File: src/common/icb_pkg.sv
// Bus widths for the internal RAM port
// Command and response payload structs
package icb_pkg;

  localparam int AW = 16;
  localparam int DW = 64;
  localparam int MW = 8;

  typedef logic [AW-1:0] addr_t;
  typedef logic [DW-1:0] data_t;
  typedef logic [MW-1:0] mask_t;

  // 89 bits
  typedef struct packed {
    logic  read;
    addr_t addr;
    data_t wdata;
    mask_t wmask;
  } cmd_t;

  // 65 bits
  typedef struct packed {
    logic  err;
    data_t rdata;
  } rsp_t;

endpackage

File: src/common/arbt_pkg.sv
// Arbitration constants, master id type
// Response tagged with the issuing master
package arbt_pkg;

  localparam int NUM_MASTERS = 2;
  localparam int OUTS_NUM    = 4;

  typedef logic [0:0] mid_t;

  typedef struct packed {
    mid_t          mid;
    icb_pkg::rsp_t rsp;
  } routed_rsp_t;

endpackage

File: src/verilog/icb_buffer.sv
// Two-entry valid/ready FIFO, generic payload
// Output taken straight from the storage flops
`timescale 1ns/1ps

module icb_buffer #(
  parameter type payload_t = logic
) (
  input  logic     clk,
  input  logic     i_rst,
  input  logic     i_valid,
  input  payload_t i_data,
  output logic     o_ready,
  output logic     o_valid,
  output payload_t o_data,
  input  logic     i_ready,
  output logic     o_busy
);

  payload_t   mem [2];
  logic       wr_ptr;
  logic       rd_ptr;
  logic [1:0] count;
  logic       push;
  logic       pop;

  // Ready depends on the count only
  assign o_ready = (count != 2'd2);
  assign o_valid = (count != 2'd0);
  assign o_busy  = o_valid;
  assign o_data  = mem[rd_ptr];

  assign push = i_valid & o_ready;
  assign pop  = o_valid & i_ready;

  always_ff @(posedge clk) begin
    if (push) begin
      mem[wr_ptr] <= i_data;
    end
  end

  always_ff @(posedge clk) begin
    if (i_rst) begin
      wr_ptr <= 1'b0;
      rd_ptr <= 1'b0;
      count  <= 2'd0;
    end else begin
      wr_ptr <= wr_ptr ^ push;
      rd_ptr <= rd_ptr ^ pop;
      count  <= count + {1'b0, push} - {1'b0, pop};
    end
  end

endmodule

File: src/arbt/icb_arbiter.sv
// Round-robin arbiter for two command masters
// Forwards the granted command and pushes its master id
`timescale 1ns/1ps

module icb_arbiter (
  input  logic                             clk,
  input  logic                             i_rst,
  input  logic [arbt_pkg::NUM_MASTERS-1:0] i_cmd_valid,
  input  icb_pkg::cmd_t                    i0_cmd,
  input  icb_pkg::cmd_t                    i1_cmd,
  output logic [arbt_pkg::NUM_MASTERS-1:0] o_cmd_ready,
  output logic                             o_cmd_valid,
  output icb_pkg::cmd_t                    o_cmd,
  input  logic                             i_cmd_ready,
  output logic                             o_push_valid,
  output arbt_pkg::mid_t                   o_push_mid,
  input  logic                             i_push_ready
);

  arbt_pkg::mid_t rr_ptr;
  arbt_pkg::mid_t gnt_mid;
  logic           any_req;
  logic           xfer;

  assign any_req = |i_cmd_valid;

  // Favoured master wins, else the other one
  always_comb begin
    if (i_cmd_valid[rr_ptr]) begin
      gnt_mid = rr_ptr;
    end else begin
      gnt_mid = ~rr_ptr;
    end
  end

  // Command leaves only with room in both the buffer and the id FIFO
  assign o_cmd_valid  = any_req & i_push_ready;
  assign o_push_valid = any_req & i_cmd_ready;
  assign o_push_mid   = gnt_mid;
  assign xfer         = any_req & i_cmd_ready & i_push_ready;

  assign o_cmd = (gnt_mid == 1'b1) ? i1_cmd : i0_cmd;

  always_comb begin
    o_cmd_ready          = '0;
    o_cmd_ready[gnt_mid] = xfer;
  end

  // Pointer hands priority to the loser after each transfer
  always_ff @(posedge clk) begin
    if (i_rst) begin
      rr_ptr <= '0;
    end else if (xfer) begin
      rr_ptr <= ~gnt_mid;
    end
  end

endmodule

File: src/arbt/icb_rsp_route.sv
// Outstanding master id FIFO
// Response buffer and per-master response steering
`timescale 1ns/1ps

module icb_rsp_route (
  input  logic                             clk,
  input  logic                             i_rst,
  input  logic                             i_push_valid,
  input  arbt_pkg::mid_t                   i_push_mid,
  output logic                             o_push_ready,
  input  logic                             i_rsp_valid,
  input  icb_pkg::rsp_t                    i_rsp,
  output logic                             o_rsp_ready,
  output logic [arbt_pkg::NUM_MASTERS-1:0] o_rsp_valid,
  output icb_pkg::rsp_t                    o_rsp,
  input  logic [arbt_pkg::NUM_MASTERS-1:0] i_rsp_ready,
  output logic                             o_busy
);

  arbt_pkg::mid_t                          mid_q [arbt_pkg::OUTS_NUM];
  logic [$clog2(arbt_pkg::OUTS_NUM)-1:0]   wr_ptr;
  logic [$clog2(arbt_pkg::OUTS_NUM)-1:0]   rd_ptr;
  logic [$clog2(arbt_pkg::OUTS_NUM):0]     outs_cnt;
  logic                                    push;
  logic                                    pop;
  arbt_pkg::routed_rsp_t                   tagged_rsp;
  logic                                    buf_valid;
  arbt_pkg::routed_rsp_t                   buf_data;
  logic                                    buf_busy;

  assign o_push_ready = (outs_cnt < arbt_pkg::OUTS_NUM);
  assign push         = i_push_valid & o_push_ready;
  assign pop          = i_rsp_valid & o_rsp_ready;

  always_ff @(posedge clk) begin
    if (push) begin
      mid_q[wr_ptr] <= i_push_mid;
    end
  end

  always_ff @(posedge clk) begin
    if (i_rst) begin
      wr_ptr   <= '0;
      rd_ptr   <= '0;
      outs_cnt <= '0;
    end else begin
      if (push) begin
        wr_ptr <= wr_ptr + 1'b1;
      end
      if (pop) begin
        rd_ptr <= rd_ptr + 1'b1;
      end
      outs_cnt <= outs_cnt + push - pop;
    end
  end

  // Responses return in order, so the oldest id owns this one
  assign tagged_rsp.mid = mid_q[rd_ptr];
  assign tagged_rsp.rsp = i_rsp;

  icb_buffer #(
    .payload_t (arbt_pkg::routed_rsp_t)
  ) u_rsp_buf (
    .clk     (clk),
    .i_rst   (i_rst),
    .i_valid (i_rsp_valid),
    .i_data  (tagged_rsp),
    .o_ready (o_rsp_ready),
    .o_valid (buf_valid),
    .o_data  (buf_data),
    .i_ready (i_rsp_ready[buf_data.mid]),
    .o_busy  (buf_busy)
  );

  always_comb begin
    for (int k = 0; k < arbt_pkg::NUM_MASTERS; k++) begin
      o_rsp_valid[k] = buf_valid & (buf_data.mid == arbt_pkg::mid_t'(k));
    end
  end

  assign o_rsp  = buf_data.rsp;
  assign o_busy = (outs_cnt != '0) | buf_busy;

endmodule

File: src/verilog/icb_nto1_bus.sv
// Two-master to one-slave bus for the internal RAM port
// Arbiter, command buffer and response router
`timescale 1ns/1ps

module icb_nto1_bus (
  input  logic           clk,
  input  logic           i_rst,
  input  logic           i0_cmd_valid,
  input  logic           i1_cmd_valid,
  input  icb_pkg::cmd_t  i0_cmd,
  input  icb_pkg::cmd_t  i1_cmd,
  output logic           o0_cmd_ready,
  output logic           o1_cmd_ready,
  output logic           o0_rsp_valid,
  output logic           o1_rsp_valid,
  output icb_pkg::rsp_t  o_rsp,
  input  logic           i0_rsp_ready,
  input  logic           i1_rsp_ready,
  output logic           o_icb_cmd_valid,
  output icb_pkg::cmd_t  o_icb_cmd,
  input  logic           i_icb_cmd_ready,
  input  logic           i_icb_rsp_valid,
  input  icb_pkg::rsp_t  i_icb_rsp,
  output logic           o_icb_rsp_ready,
  output logic           o_active
);

  logic [arbt_pkg::NUM_MASTERS-1:0] mst_cmd_valid;
  logic [arbt_pkg::NUM_MASTERS-1:0] mst_cmd_ready;
  logic [arbt_pkg::NUM_MASTERS-1:0] mst_rsp_valid;
  logic [arbt_pkg::NUM_MASTERS-1:0] mst_rsp_ready;
  logic                             arbt_cmd_valid;
  icb_pkg::cmd_t                    arbt_cmd;
  logic                             arbt_cmd_ready;
  logic                             push_valid;
  arbt_pkg::mid_t                   push_mid;
  logic                             push_ready;
  logic                             cmd_busy;
  logic                             rsp_busy;

  assign mst_cmd_valid = {i1_cmd_valid, i0_cmd_valid};
  assign mst_rsp_ready = {i1_rsp_ready, i0_rsp_ready};
  assign {o1_cmd_ready, o0_cmd_ready} = mst_cmd_ready;
  assign {o1_rsp_valid, o0_rsp_valid} = mst_rsp_valid;

  icb_arbiter u_arbiter (
    .clk          (clk),
    .i_rst        (i_rst),
    .i_cmd_valid  (mst_cmd_valid),
    .i0_cmd       (i0_cmd),
    .i1_cmd       (i1_cmd),
    .o_cmd_ready  (mst_cmd_ready),
    .o_cmd_valid  (arbt_cmd_valid),
    .o_cmd        (arbt_cmd),
    .i_cmd_ready  (arbt_cmd_ready),
    .o_push_valid (push_valid),
    .o_push_mid   (push_mid),
    .i_push_ready (push_ready)
  );

  icb_buffer #(
    .payload_t (icb_pkg::cmd_t)
  ) u_cmd_buf (
    .clk     (clk),
    .i_rst   (i_rst),
    .i_valid (arbt_cmd_valid),
    .i_data  (arbt_cmd),
    .o_ready (arbt_cmd_ready),
    .o_valid (o_icb_cmd_valid),
    .o_data  (o_icb_cmd),
    .i_ready (i_icb_cmd_ready),
    .o_busy  (cmd_busy)
  );

  icb_rsp_route u_rsp_route (
    .clk          (clk),
    .i_rst        (i_rst),
    .i_push_valid (push_valid),
    .i_push_mid   (push_mid),
    .o_push_ready (push_ready),
    .i_rsp_valid  (i_icb_rsp_valid),
    .i_rsp        (i_icb_rsp),
    .o_rsp_ready  (o_icb_rsp_ready),
    .o_rsp_valid  (mst_rsp_valid),
    .o_rsp        (o_rsp),
    .i_rsp_ready  (mst_rsp_ready),
    .o_busy       (rsp_busy)
  );

  assign o_active = cmd_busy | rsp_busy;

endmodule

File: config.mk
export PLATFORM = sky130hd
export DESIGN_NAME = icb_nto1_bus
export DESIGN_NICKNAME = d
export VERILOG_FILES = /design/src/common/icb_pkg.sv /design/src/common/arbt_pkg.sv /design/src/verilog/icb_buffer.sv /design/src/arbt/icb_arbiter.sv /design/src/arbt/icb_rsp_route.sv /design/src/verilog/icb_nto1_bus.sv
export SDC_FILE = /design/constraint.sdc
export NUM_CORES = 1
export LEC_CHECK = 0
export BUFFER_PORTS_ARGS = -buffer_cell sky130_fd_sc_hd__buf_2
export CORE_ASPECT_RATIO = 1.75
export CORE_MARGIN = 5
export CORE_UTILIZATION = 51
export DETAILED_ROUTE_END_ITERATION = 10
export GPL_TIMING_DRIVEN = 0
export PLACE_DENSITY = 0.82
export RECOVER_POWER = 50
export SYNTH_ARGS = -nofsm -noshare
export SYNTH_HDL_FRONTEND = slang
export SYNTH_SLANG_ARGS = --single-unit
File: constraint.sdc
create_clock -name clk -period 4.85 [get_ports clk]
set_input_delay 0 -clock clk [delete_from_list [all_inputs] [get_ports clk]]
set_output_delay 0 -clock clk [all_outputs]
set_load 0.01 [all_outputs]
# Word-level counts from Yosys, hierarchy flattened
# Memories as Yosys holds them, arrays and structs flattened. A register that Yosys moved wholly into a read port is not among the register bits.
# Cells that the tools add are included.
# W data, S select, Z words.
[totals]
ff_bits = 16
latchBits = 0
ramBits = 314
rom_bits = 0
in_bits = 251
out_inout_bits = 161
elab_cells = 70
memories = 3
[mem_list]
columns = ["name", "words", "width", "read_ports", "rd_ports_with_merged_regs", "write_ports", "line", "text"]
rows = [
  ["u_cmd_buf.mem", 2, 89, 1, 1, 1, "icb_buffer.sv:19", "payload_t mem [2];"],
  ["u_rsp_route.u_rsp_buf.mem", 2, 66, 1, 1, 1, "icb_buffer.sv:19", ""],
  ["u_rsp_route.mid_q", 4, 1, 1, 1, 1, "icb_rsp_route.sv:20", "arbt_pkg::mid_t mid_q [arbt_pkg::OUTS_NUM];"],
]
[op_classes]
n_addsub = 8
mul = 0
div_mod_pow = 0
order_cmp = 5
n_eq_ne = 2
shifts = 0
muxes = 18
bitwise_logic = 19
n_reduce_logical = 5
[op_table]
columns = ["op", "n"]
rows = [
  ["$mux W89", 1],
  ["$mux W1", 14],
  ["$and A1 B1 Y1", 9],
  ["$lt A1 B2 Y1 const B", 3],
  ["$add A2 B1 Y2", 2],
  ["$add A2 B1 Y2 const B", 2],
  ["$mux W2", 2],
  ["$ne A2 B2 Y1 const B", 2],
  ["$reduce_bool A2 Y1", 2],
  ["$sub A2 B1 Y2", 2],
  ["$xor A1 B1 Y1", 4],
  ["$add A3 B1 Y3", 1],
  ["$lt A3 B3 Y1 const B", 1],
  ["$not A1 Y1", 3],
  ["$reduce_bool A3 Y1", 1],
  ["$sub A3 B1 Y3", 1],
  ["$and A2 B2 Y2", 1],
  ["$or A1 B1 Y1", 2],
  ["$reduce_or A2 Y1", 1],
  ["$demux W1 S1", 1],
  ["$ge A1 B1 Y1 const B", 1],
  ["$logic_and A1 B1 Y1", 1],
]

# Longest topological paths before layout
# Gate-level depths: netlist (run 1).
[logic_depth]
ltp_word = 8
depth_mapped = 9
ltp_nobuf = 9

# Modules after synthesis
# From an unflattened synthesis (run 1), not the netlist that was laid out.
[hier_totals]
hier_cells = 704
area_unflattened_um2 = 13425.4
[modules_own_cells]
columns = ["module", "n_inst", "cells_each", "area_each_um2", "seq_area_each_um2"]
rows = [
  ["icb_buffer (u_cmd_buf)", 1, 305, 6662.6, 5425.2],
  ["icb_buffer (u_rsp_route.u_rsp_buf)", 1, 233, 5004.8, 4043.9],
  ["icb_arbiter", 1, 111, 1137.3, 20.0],
  ["icb_rsp_route", 1, 54, 614.3, 300.3],
  ["icb_nto1_bus", 1, 1, 6.3, 0.0],
]

# Worst setup path before layout (run 1)
# OpenSTA, ideal clock, no wires.
[synth_path]
path_kind = "reg2reg"
startpoint = "register u_rsp_route.u_rsp_buf.count[0]"
endpoint = "memory u_rsp_route.u_rsp_buf.mem[1][0] (netlist bit) (enable)"
setup_ps = 491
t_arrival_ps = 3551
required_time_ps = 4359
setup_slack_ps = 809
stages_incl_launch_ff = 4
n_path_buf = 0
period_less_slack_ps = 4041
path_cell_list = "dfxtp_1 > nand2b_1 > nand2_1 > nor2_1"
[synth_via]
elab_chain_len = 4
[synth_lines]
columns = ["element", "line", "text"]
rows = [
  ["start: declaration", "icb_buffer.sv:22", "logic [1:0] count;"],
  ["start signal: assignment", "icb_buffer.sv:49", "count <= count + {1'b0, push} - {1'b0, pop};"],
  ["$ne A2 B2 Y1", "icb_buffer.sv:27", "assign o_ready = (count != 2'd2);"],
  ["via o_icb_rsp_ready", "icb_nto1_bus.sv:24", "output logic o_icb_rsp_ready,"],
  ["$and A1 B1 Y1", "icb_buffer.sv:32", "assign push = i_valid & o_ready;"],
  ["$mux W1", "icb_buffer.sv:36", "if (push) begin"],
  ["$mux W1 (not written as such)", "icb_buffer.sv:37", "mem[wr_ptr] <= i_data;"],
  ["end: declaration", "icb_buffer.sv:19", ""],
]
# The timed path passes the listed nets, and every way through them passes these cells.

# Final worst setup path (run 1)
[layout_path]
startpoint = "register u_rsp_route.u_rsp_buf.count[0]"
endpoint = "memory u_rsp_route.u_rsp_buf.mem[1][48] (netlist bit) (enable)"
[layout_via]
elab_chain_len = 4
[layout_lines]
columns = ["element", "line"]
rows = [
  ["$ne A2 B2 Y1", "icb_buffer.sv:27"],
  ["$and A1 B1 Y1", "icb_buffer.sv:32"],
  ["$mux W1", "icb_buffer.sv:36"],
  ["$mux W1 (not written as such)", "icb_buffer.sv:37"],
]
# Every way passes these cells.

==> results of run 1 <==
[Yosys cell counts (all sizes together) (2+ instances only)]
master,count
inv,10
xnor2,7
edfxtp,314
nor2b,5
ha,11
nor3,5
xor2,5
buf,26
nor2,19
clkbuf,3
o21ai,2
and2,6
dfxtp,18
mux2,243
mux2i,4
[worst max path at each step]
| stage | slack (ns) | from | cells after the start | endpoint |
|---|---|---|---|---|
| after floorplan | 0.81 | u_rsp_route.u_rsp_buf.count[0]$_SDFF_PP0_ | 3 | u_rsp_route.u_rsp_buf.mem[1][0]$_DFFE_PP_ |
| after global placement | -0.58 | u_rsp_route.u_rsp_buf.count[0]$_SDFF_PP0_ | 3 | u_rsp_route.u_rsp_buf.mem[1][31]$_DFFE_PP_ |
| after detailed placement | 2.42 | u_cmd_buf.count[1]$_SDFF_PP0_ | 4 | u_cmd_buf.mem[0][20]$_DFFE_PP_ |
| after CTS | 2.34 | u_arbiter.rr_ptr$_SDFFE_PP0P_ | 5 | u_cmd_buf.mem[0][84]$_DFFE_PP_ |
| after global routing | 1.14 | u_rsp_route.u_rsp_buf.count[0]$_SDFF_PP0_ | 5 | u_rsp_route.u_rsp_buf.mem[1][22]$_DFFE_PP_ |
| final | 1.48 | u_rsp_route.u_rsp_buf.count[0]$_SDFF_PP0_ | 5 | u_rsp_route.u_rsp_buf.mem[1][48]$_DFFE_PP_ |
[worst min-delay path: stages]
cell    delay (ns)
buf_2         0.09
nor2_1        0.07
nor4_1        0.32
nor3_1        0.09
[sequential cells by signal, indices dropped and copies added, names as in the netlist, named ones only]
signal / cells
u_rsp_route.u_rsp_buf.rd_ptr: 1
u_rsp_route.mid_q: 4
u_cmd_buf.count: 2
u_rsp_route.wr_ptr: 2
u_rsp_route.u_rsp_buf.wr_ptr: 1
u_cmd_buf.wr_ptr: 1
u_arbiter.rr_ptr: 1
u_cmd_buf.rd_ptr: 1
u_rsp_route.outs_cnt: 3
u_rsp_route.u_rsp_buf.mem: 132
u_rsp_route.rd_ptr: 2
u_cmd_buf.mem: 178
u_rsp_route.u_rsp_buf.count: 2
[cells by family after synthesis]
family	after synthesis
DFF	332
and+or+nand+nor	42
adders and majority gates	12
AOI/OAI and AO/OA	3
buffers and inverters	39
xor gates and xnor gates	12
muxes	248
[power groups by stage]
| stage | clock, mW | sequential [mW] | combinational (mW) |
|---|---|---|---|
| 6_report | 2.38 | 4.28 | 3.23 |
| 2_1_floorplan | 0 | 4.27 | 1.81 |
| 3_5_place_dp | 0 | 4.28 | 3.00 |
| 5_1_grt | 2.52 | 4.33 | 3.46 |
| 4_1_cts | 2.38 | 4.22 | 3.29 |
| 3_3_place_gp | 0 | 4.33 | 2.87 |
[metrics by stage]
step / setup WS (ns) / hold WS [ns] / setup TNS [ns] / cell area, sq um / cells
3_5_place_dp: 2.42 / 0.191 / 0 / 15900 / 1422
4_1_cts: 2.34 / 0.0241 / 0 / 19300 / 1723
3_3_place_gp: -0.585 / 0.188 / -38.24 / 15700 / 1418
5_1_grt: 1.14 / 0.142 / 0 / 19100 / 1723
2_1_floorplan: 0.809 / 0.0989 / 0 / 13300 / 688
6_report: 1.48 / 0.0644 / 0 / 19100 / 1723
[metal layers]
metal	share of wire	wire [microns]	global-route usage	vias up
li1	-	-	-	4044
met1	0.32	12700	0.267	4386
met2	0.54	21400	0.489	517
met3	0.087	3410	0.0699	108
met4	0.045	1790	0.112	0
met5	0	0	0	-
[placed cells by master, fill, tap and decap left out, types with 2 or more instances in the layout]
master         count
and2_0             4
and2_1             2
buf_16             2
buf_2            261
buf_4              7
bufinv_16          5
clkbuf_1         172
clkbuf_16         29
clkbuf_2           2
clkinv_1           7
clkinv_2           7
dfxtp_1           18
dlygate4sd3_1    249
edfxtp_1         314
ha_1              10
inv_1             10
inv_6              2
mux2_1             8
mux2_2           235
mux2i_1            4
nor2_1            19
nor2b_1            5
nor3_1             4
o21ai_0            2
xnor2_1            7
xor2_1             5
[layout make-up]
cell class,count,area (sq um)
clock inverter,21,229
multi-input combinational,317,3290
sequential,332,9790
clock buffer,31,733
buffer,29,139
tap,320,400
fill,1477,6810
inverter,10,37.5
timing repair buffer,663,4440
==> impl_metrics.csv, run 1 <==
group,metric,value,unit
run_status,outcome,"complete, but fails checks",
run_status,violations,"capacitance limit, slew limit",
critical_path,cp_num_buf_inv,2,
critical_path,slowest_stage,"clkbuf_1",
timing,max_freq,0.296,GHz
pwr,clkPwrFrac,0.240,
synthesis,synth-seq-cells,332,
critical_path,path_cells,"nand2b_1 > nand2_1 > nor2_1 > clkbuf_1 > buf_12",
floorplanning,start_util,0.514,
global_routing,track_usage,0.260,
cts,clk_pin_slew,0.07,ns
synthesis,synth_top_family_by_area,"multiplexers",
synthesis,yosysWarnings,0,
layout,fin_util,0.737,
critical_path,r2r-end,"u_rsp_route.u_rsp_buf.mem[1][48]$_DFFE_PP_",
synthesis,synth_cells,688,
routing,num_vias,9055,
pwr,powerDensity,519,nW/um^2
synthesis,synth_nets,951,
timing,fin_crit_sh,0.696,
cts,numCtsBuffers,29,
synthesis,synth-compound-area-share,0.00113,
timing,setup_viol,0,
pwr,p_leak,7.11,nW
routing,drc,0,
critical_path,rr_worst_depth,5,
hold_path,hold_path_end,"u_arbiter.rr_ptr$_SDFFE_PP0P_",
cts,clock-sinks,332,
critical_path,required,5.09,ns
cts,cts_max_level,1,
routing,drt_iter0_drc,459,
critical_path,path_class,"reg2reg",
cts,post_cts_buffers,0,
pwr,internal_power,6.83,mW
pwr,switching_share,0.309,
synthesis,synthXorXnorAreaFrac,0.00791,
synthesis,synth-simple-area-share,0.0163,
routing,firstDrtPassIters,5,
floorplanning,ios,412,
global_routing,grt_antenna_before_repair,1,
synthesis,ys_types,28,
pwr,switching_power,3.06,mW
synthesis,syn_area_per_cell,19.3,sq um
global_routing,grt_pass1_vias,10368,
synthesis,syn_area,13300,sq um
cts,holdBufCountCts,249,
routing,wl_per_cell,22.8,microns
timing,rsz0062_at_grt,"no",
timing,hold_viol,0,
global_routing,grt_pass1_wl,59900,microns
floorplanning,core_area,25900,sq um
critical_path,critPathLaunchType,"register",
layout,nets,1645,
cts,cts_root_buf,"clkbuf_16",
pwr,vdd.ir_drop.worst,464,uV
cts,cts_resized,0,
synthesis,synth_adder_area_share,0.0119,
routing,wl,39300,microns
floorplanning,rows,78,
synthesis,synthArstFlopShare,0,
place,gp_congestion,0.814,
place,io_buffers,410,
synthesis,ys_seq_area_frac,0.737,
floorplanning,die_w,132,microns
synthesis,synth.area.mux_share,0.211,
floorplanning,design.die.area,29500,sq um
critical_path,crit_family,"buffers and inverters",
global_routing,overflow,0,
timing,fin_skew,0.0185,ns
place,dp_hpwl,22800,microns
layout,drive_above_1_share,0.396,
pwr,combPwrFrac,0.327,
pwr,p_seq_frac,0.433,
synthesis,yosysTopAreaCellShare,0.710,
cts,cts_tree,"yes",
pwr,power,9.89,mW
critical_path,critPathMaxFanout,31,
cts,clkLatencyLatePin,0.56,ns
critical_path,crit_path_end_kind,"register",
critical_path,slowest_delay,1.25,ns
layout,area_delta_synth_final,43.5,%
timing,slew_headroom,-0.108,
critical_path,ff2ff_setup_slack,1.48,ns
synthesis,synth-edff-count,314,
synthesis,synth_area_leaders,"edfxtp_1, mux2_2, dfxtp_1",
routing,ant_nets,0,
hold_path,hold_depth,4,
cts,cts_buffer_depth,3,
synthesis,synthFlopType,"edfxtp_1",
hold_path,hp-class,"in2reg",
routing,vias_per_cell,5.26,
layout,antenna_cells,0,
critical_path,worstPathArrival,3.61,ns
timing,slew_violations,154,
floorplanning,die_h,223,microns
timing,tightest_slew,1.66,ns
timing,min_period,3.37,ns
global_routing,grt_max_degree,67,
run,maxCapViolCount,4,
hold_path,hp-start,"i1_cmd_valid",
synthesis,synth_top_area_cell,"edfxtp_1",
critical_path,r2r_start,"u_rsp_route.u_rsp_buf.count[0]$_SDFF_PP0_",
(Power assumes the default switching activity.)
==> run 2, diff against run 1 <==
Settings changed: ABC_AREA set to 1, CORE_UTILIZATION 51 to 47, PLACE_DENSITY 0.82 to 0.79.
Clock period 4.85 ns to 2.8 ns, I/O delays scaled along.
==> run 2 against run 1 <==
Against the previous run:
- the run now ends clean
- sequential power is 78% higher
- area after synthesis is 1.8% higher
- sequential cell count stayed put
- global-route usage is 0.81 points higher
- count of clock-buffer cells in the layout is 2 higher
- non-clock buffer count is 34 higher
- critical path depth is 2 higher
- sequential share of layout area is 0.81 points lower
- combinational power is 120% higher
- highest routed layer unchanged
==> impl_metrics.csv, run 2 <==
group,metric,value,unit
critical_path,crit_path_end_kind,"register",
synthesis,synth_cells,1239,
synthesis,synthFlopType,"edfxtp_1",
timing,fin_skew,0.00750,ns
synthesis,synth_commonest_cells,"nand2_1, edfxtp_1, inv_1",
layout,layout_common_cells,"nand2_1, edfxtp_1, buf_2, dlygate4sd3_1, clkbuf_1",
cts,cts_root_buf,"clkbuf_16",
synthesis,ys_seq_area_frac,0.724,
cts,cts_max_level,1,
global_routing,grt_antenna_before_repair,2,
cts,cts_tree,"yes",
floorplanning,start_util,0.474,
place,io_buffers,411,
routing,ant_nets,0,
timing,hold_viol,0,
critical_path,critPathMostFrequentCell,"nand2_1",
layout,top_regs,"u_cmd_buf.mem x178, u_rsp_route.u_rsp_buf.mem x132, u_rsp_route.mid_q x4",
floorplanning,rows,82,
hold_path,hp-class,"in2reg",
synthesis,synth_area_leaders,"edfxtp_1, nand2_1, dfxtp_1",
pwr,p_leak,8.51,nW
cts,clk_pin_slew,0.07,ns
routing,num_vias,11998,
timing,max_freq,0.380,GHz
layout,multi_input_area,3310,sq um
cts,numCtsBuffers,28,
layout,largest-register,"u_cmd_buf.mem",
synthesis,syn_area,13500,sq um
run,maxCapViolCount,0,
critical_path,critPathMaxFanout,10,
cts,clock-sinks,332,
floorplanning,die_w,138,microns
critical_path,slowest_delay,0.70,ns
cts,clkLatencyLatePin,0.55,ns
global_routing,grt_pass1_vias,13037,
timing,tightest_slew,0.942,ns
floorplanning,ios,412,
synthesis,synth_nets,1502,
timing,slew_violations,0,
global_routing,grt_max_degree,66,
synthesis,synth-edff-count,314,
pwr,powerDensity,958,nW/um^2
layout,area_delta_synth_final,43.1,%
synthesis,synth-seq-cells,332,
layout,fillers,1986,
synthesis,synth_top_area_cell,"edfxtp_1",
routing,vias_per_cell,5.13,
timing,min_period,2.63,ns
routing,wl,44300,microns
timing,hold_slack,0.136,ns
global_routing,grt_pass1_wl,68800,microns
floorplanning,die_h,234,microns
synthesis,yosysTopAreaCellShare,0.697,
synthesis,ys_types,26,
place,gp_congestion,0.883,
global_routing,overflow,0,
floorplanning,design.die.area,32400,sq um
critical_path,slowest_stage,"clkbuf_1",
pwr,vdd.ir_drop.worst,675,uV
place,dp_hpwl,26000,microns
critical_path,path_class,"reg2reg",
critical_path,critPathLaunchType,"register",
layout,nets,2203,
layout,stdcell_area,19400,sq um
synthesis,synth_most_common_cell,"nand2_1",
layout,drive_above_1_share,0.178,
timing,slew_headroom,0.372,
place,post_dp_cell_area,16200,sq um
synthesis,syn_area_per_cell,10.9,sq um
layout,seqCellArea,9790,sq um
cts,cts_buffer_depth,3,
critical_path,required,3.21,ns
critical_path,path_cells,"nand2_1 > o21a_1 > clkbuf_1 > buf_2 > nand2_1 > nand2_1 > dlygate4sd3_1",
timing,setup_viol,0,
critical_path,worstPathArrival,3.04,ns
timing,fin_crit_sh,0.940,
synthesis,yosysWarnings,0,
layout,final_common_cell,"nand2_1",
routing,wl_per_cell,18.9,microns
layout,largest_reg_flops,178,
synthesis,synthArstFlopShare,0,
global_routing,track_usage,0.268,
routing,drt_iter0_drc,851,
layout,fin_util,0.679,
run_status,outcome,"finished, final reports clean",
floorplanning,core_area,28500,sq um
routing,drc,0,
routing,firstDrtPassIters,5,
timing,rsz0062_at_grt,"no",
run 2: cell types whose count changed after synthesis, moves of 5 or more:
cell      change
buf_6        +10
clkbuf_1      +9
nand2_1     +748
buf_2        +10
xnor2_1       -6
mux2_2      -243
a21oi_1       +9
inv_1        +21
and2_1        -6
nor2b_1       -5
run 2: worst max-delay path: cells and delay by family, from the launching register on:
| kind | cells | cell delay (ns) |
|---|---|---|
| AOI/OAI and AO/OA | 1 | 0.10 |
| buffers and inverters | 3 | 1.72 |
| DFF | 1 | 0.32 |
| and+or+nand+nor | 3 | 0.35 |
run 2: final timing paths:
| path | start | to | slack [ns] | cells past startpoint |
|---|---|---|---|---|
| worst max-delay path | u_arbiter.rr_ptr$_SDFFE_PP0P_ | u_cmd_buf.mem[0][11]$_DFFE_PP_ | 0.17 | 7 |
| worst min-delay path | i0_rsp_ready | u_rsp_route.u_rsp_buf.count[0]$_SDFF_PP0_ | 0.14 | 8 |
| worst max register to register | u_arbiter.rr_ptr$_SDFFE_PP0P_ | u_cmd_buf.mem[0][11]$_DFFE_PP_ | 0.17 | 7 |
| worst min register to register | u_arbiter.rr_ptr$_SDFFE_PP0P_ | u_arbiter.rr_ptr$_SDFFE_PP0P_ | 0.49 | 2 |
run 2: per-layer routing:
metal / wire length, microns / global-route usage
met1: 14300 / 0.274
met2: 23300 / 0.495
met3: 3630 / 0.0604
met4: 3080 / 0.169
met5: 0 / 0
run 2: power by group:
group | internal (mW) | switching (mW)
Sequential | 7.23 | 0.405
Clock | 1.97 | 1.74
Combinational | 2.49 | 4.72
Total | 11.7 | 6.86
run 2: final cells by class:
| class | instances | area share |
|---|---|---|
| inverters | 35 | 0.00717 |
| clock inverters | 16 | 0.00562 |
| plain buffers | 55 | 0.0161 |
| well taps | 378 | 0.0244 |
| repair buffers | 671 | 0.232 |
| multi-input cells | 817 | 0.171 |
| diodes | 3 | 0.000388 |
| flip-flops and latches | 332 | 0.506 |
| clock buffers | 33 | 0.0383 |
run 2: stage by stage:
stage	instances	setup WS (ns)	total power [mW]	TNS, ns
after floorplan	1239	-0.586	11.2	-104.38
after global placement	2028	-1.76	13.4	-412.85
after detailed placement	2033	0.540	14.1	0
after CTS	2335	0.0480	18.5	0
after global routing	2339	0.0981	19.6	0
final	2340	0.168	18.5	0
run 2: what timing repair did:
item	4_1_cts	5_1_grt
hold buffers	253	0
endpoints found under the setup margin	0	1
gates resized for setup	0	6
setup buffers	0	3
hold endpoints to repair	329	0
run 2: cells by family (layout without fill, tap and decap cells):
family / Yosys count / count (layout) / share of synthesized area
AO/OA/AOI/OAI: 19 / 19 / 0.00805
XOR/XNOR: 4 / 4 / 0.00259
other: 0 / 3 / 0
adder cells (fa/ha/maj): 12 / 12 / 0.0117
flip-flops: 332 / 332 / 0.724
buffers and inverters: 90 / 810 / 0.0349
AND/OR/NAND/NOR: 782 / 782 / 0.219
==> run 3, diff against run 2 <==
Settings changed: ABC_AREA 1 to 0, CORE_UTILIZATION 47 to 46, PLACE_DENSITY 0.79 to 0.78.
==> run 3 against run 2 <==
Against the previous run:
- critical path depth decreased by 2
- power down 8.8%
- combinational power decreased by 21%
- sequential power down 3.7%
- first-iteration DRC count shrank 60%
- routed wire length decreased by 16%
- utilization fell by 0.78 points
- cell count decreased by 24%
- global-route usage is 4.8 points lower
- critical path type unchanged
- highest routed layer unchanged
==> impl_metrics.csv, run 3 (synthesis gave the netlist of run 1 again) <==
group,metric,value,unit
run_status,outcome,"finished, final reports clean",
timing,tns,0,ns
critical_path,path_class,"reg2reg",
hold_path,hp-start,"i1_rsp_ready",
cts,clock-sinks,332,
timing,slew_headroom,0.314,
global_routing,grt_pass1_vias,10239,
layout,area_delta_synth_final,44.6,%
place,dp_cells,1481,
cts,cts_resized,0,
hold_path,hold_depth,5,
global_routing,grt_pass1_wl,56700,microns
routing,wl_per_cell,20.7,microns
cts,clk_pin_slew,0.06,ns
critical_path,path_depth,5,
pwr,p_seq_frac,0.434,
place,gp_congestion,0.831,
run,maxCapViolCount,0,
floorplanning,ios,412,
critical_path,required,3.07,ns
layout,largest-register,"u_cmd_buf.mem",
floorplanning,rows,82,
floorplanning,start_util,0.464,
timing,min_period,2.58,ns
pwr,powerDensity,881,nW/um^2
routing,ant_nets,0,
routing,firstDrtPassIters,4,
cts,clkLatencyLatePin,0.55,ns
timing,setup_viol,0,
place,dp_hpwl,22700,microns
critical_path,rr_worst_depth,5,
timing,tightest_slew,1.03,ns
layout,drive_above_1_share,0.437,
layout,fillers,1885,
layout,layout_common_cells,"buf_2, edfxtp_1, dlygate4sd3_1, mux2_2, clkbuf_1",
critical_path,r2r-end,"u_cmd_buf.mem[1][85]$_DFFE_PP_",
critical_path,cp_num_buf_inv,3,
layout,final_common_cell,"buf_2",
cts,cts_max_level,1,
timing,rsz0062_at_grt,"no",
global_routing,track_usage,0.221,
layout,nets,1645,
critical_path,critPathMaxFanout,10,
timing,max_freq,0.387,GHz
timing,fin_crit_sh,0.922,
critical_path,slowest_delay,0.60,ns
critical_path,critPathMostFrequentCell,"buf_2",
cts,cts_root_buf,"clkbuf_16",
pwr,internal_power,11.8,mW
cts,cts_tree,"yes",
timing,fin_skew,0.0187,ns
routing,drc,0,
pwr,switching_share,0.304,
timing,fin_ws,0.219,ns
hold_path,hold_path_end,"u_rsp_route.u_rsp_buf.count[1]$_SDFF_PP0_",
routing,num_vias,9013,
critical_path,crit_family,"buffers and inverters",
global_routing,overflow,0,
critical_path,slowest_stage,"dlygate4sd3_1",
pwr,switching_power,5.14,mW
critical_path,crit_path_end_kind,"register",
pwr,clkPwrFrac,0.228,
floorplanning,die_h,235,microns
timing,hold_viol,0,
pwr,combPwrFrac,0.337,
routing,vias_per_cell,5.05,
routing,drt_iter0_drc,337,
critical_path,ff2ff_setup_slack,0.22,ns
layout,top_regs,"u_cmd_buf.mem x178, u_rsp_route.u_rsp_buf.mem x132, u_rsp_route.mid_q x4",
global_routing,grt_antenna_before_repair,5,
cts,numCtsBuffers,29,
cts,cts_buffer_depth,3,
global_routing,grt_max_degree,63,
floorplanning,die_w,138,microns
place,io_buffers,410,
floorplanning,design.die.area,32500,sq um
pwr,p_leak,7.25,nW
critical_path,critPathLaunchType,"register",
critical_path,worstPathArrival,2.85,ns
hold_path,hp-class,"in2reg",
critical_path,r2r_start,"u_arbiter.rr_ptr$_SDFFE_PP0P_",
timing,slew_violations,0,
critical_path,path_cells,"mux2i_1 > buf_2 > buf_2 > mux2_2 > dlygate4sd3_1",
pwr,vdd.ir_drop.worst,766,uV
routing,wl,37000,microns
layout,finalNonFillerCells,1786,
layout,largest_reg_flops,178,
floorplanning,core_area,28600,sq um
place,pre_cts_ws,0.373,ns
==> run 3: cell type report <==
type	count	area (sq um)	share of cell area
Antenna cell	5	12.5	0.000651
Buffer	29	148	0.00769
Multi-Input combinational cell	317	3310	0.172
Clock buffer	36	752	0.0392
Timing Repair Buffer	663	4530	0.236
Inverter	10	37.5	0.00195
Clock inverter	16	154	0.00801
Tap cell	378	473	0.0246
Sequential cell	332	9790	0.510
==> run 3: layer usage <==
metal / vias to the layer above / wire length [microns] / share of wire / GRT usage
met5: - / 0 / 0 / 0
met4: 0 / 2450 / 0.066 / 0.132
met3: 140 / 2680 / 0.072 / 0.0543
met2: 465 / 19800 / 0.53 / 0.406
met1: 4360 / 12100 / 0.33 / 0.222
li1: 4048 / - / - / -
==> run 3: worst max-delay path by stage <==
stage	from	to	slack, ns
after global routing	u_arbiter.rr_ptr$_SDFFE_PP0P_	u_cmd_buf.mem[1][85]$_DFFE_PP_	0.11
final	u_arbiter.rr_ptr$_SDFFE_PP0P_	u_cmd_buf.mem[1][85]$_DFFE_PP_	0.22
after global placement	u_cmd_buf.count[1]$_SDFF_PP0_	u_cmd_buf.mem[1][22]$_DFFE_PP_	-1.84
after floorplan	u_cmd_buf.count[1]$_SDFF_PP0_	u_cmd_buf.mem[0][0]$_DFFE_PP_	-0.59
after detailed placement	u_cmd_buf.count[1]$_SDFF_PP0_	u_cmd_buf.mem[0][22]$_DFFE_PP_	0.37
after CTS	u_arbiter.rr_ptr$_SDFFE_PP0P_	u_cmd_buf.mem[0][85]$_DFFE_PP_	0.20
==> run 3: per-stage QoR <==
| stage | util | total power, mW | cell area [sq um] | hold slack (ns) |
|---|---|---|---|---|
| global route | 0.671 | 17.7 | 19200 | 0.0874 |
| detailed placement | 0.558 | 12.7 | 16000 | 0.192 |
| floorplan | - | 10.5 | 13300 | 0.0989 |
| finish | 0.671 | 16.9 | 19200 | 0.0594 |
| global placement | 0.553 | 12.1 | 15800 | 0.188 |
| CTS | 0.676 | 17.0 | 19400 | 0.0196 |
==> run 3: what timing repair did <==
| action | 4_1_cts | 5_1_grt |
|---|---|---|
| buffers inserted | 0 | 0 |
| hold endpoints to repair | 319 | 0 |
| hold buffers | 248 | 0 |
==> run 3: tightest hold or removal path, cell delays in order <==
cell	delay [ns]
buf_2	0.09
o21ai_0	0.07
mux2i_1	0.14
a21oi_1	0.18
nor3_1	0.07
==> run 3: power by group through the flow <==
| stage | registers, mW | clock network [mW] | logic [mW] |
|---|---|---|---|
| floorplan | 7.38 | 0 | 3.14 |
| global placement | 7.32 | 0 | 4.75 |
| detailed placement | 7.41 | 0 | 5.25 |
| CTS | 7.31 | 3.96 | 5.75 |
| global route | 7.44 | 4.16 | 6.10 |
| finish | 7.35 | 3.86 | 5.71 |
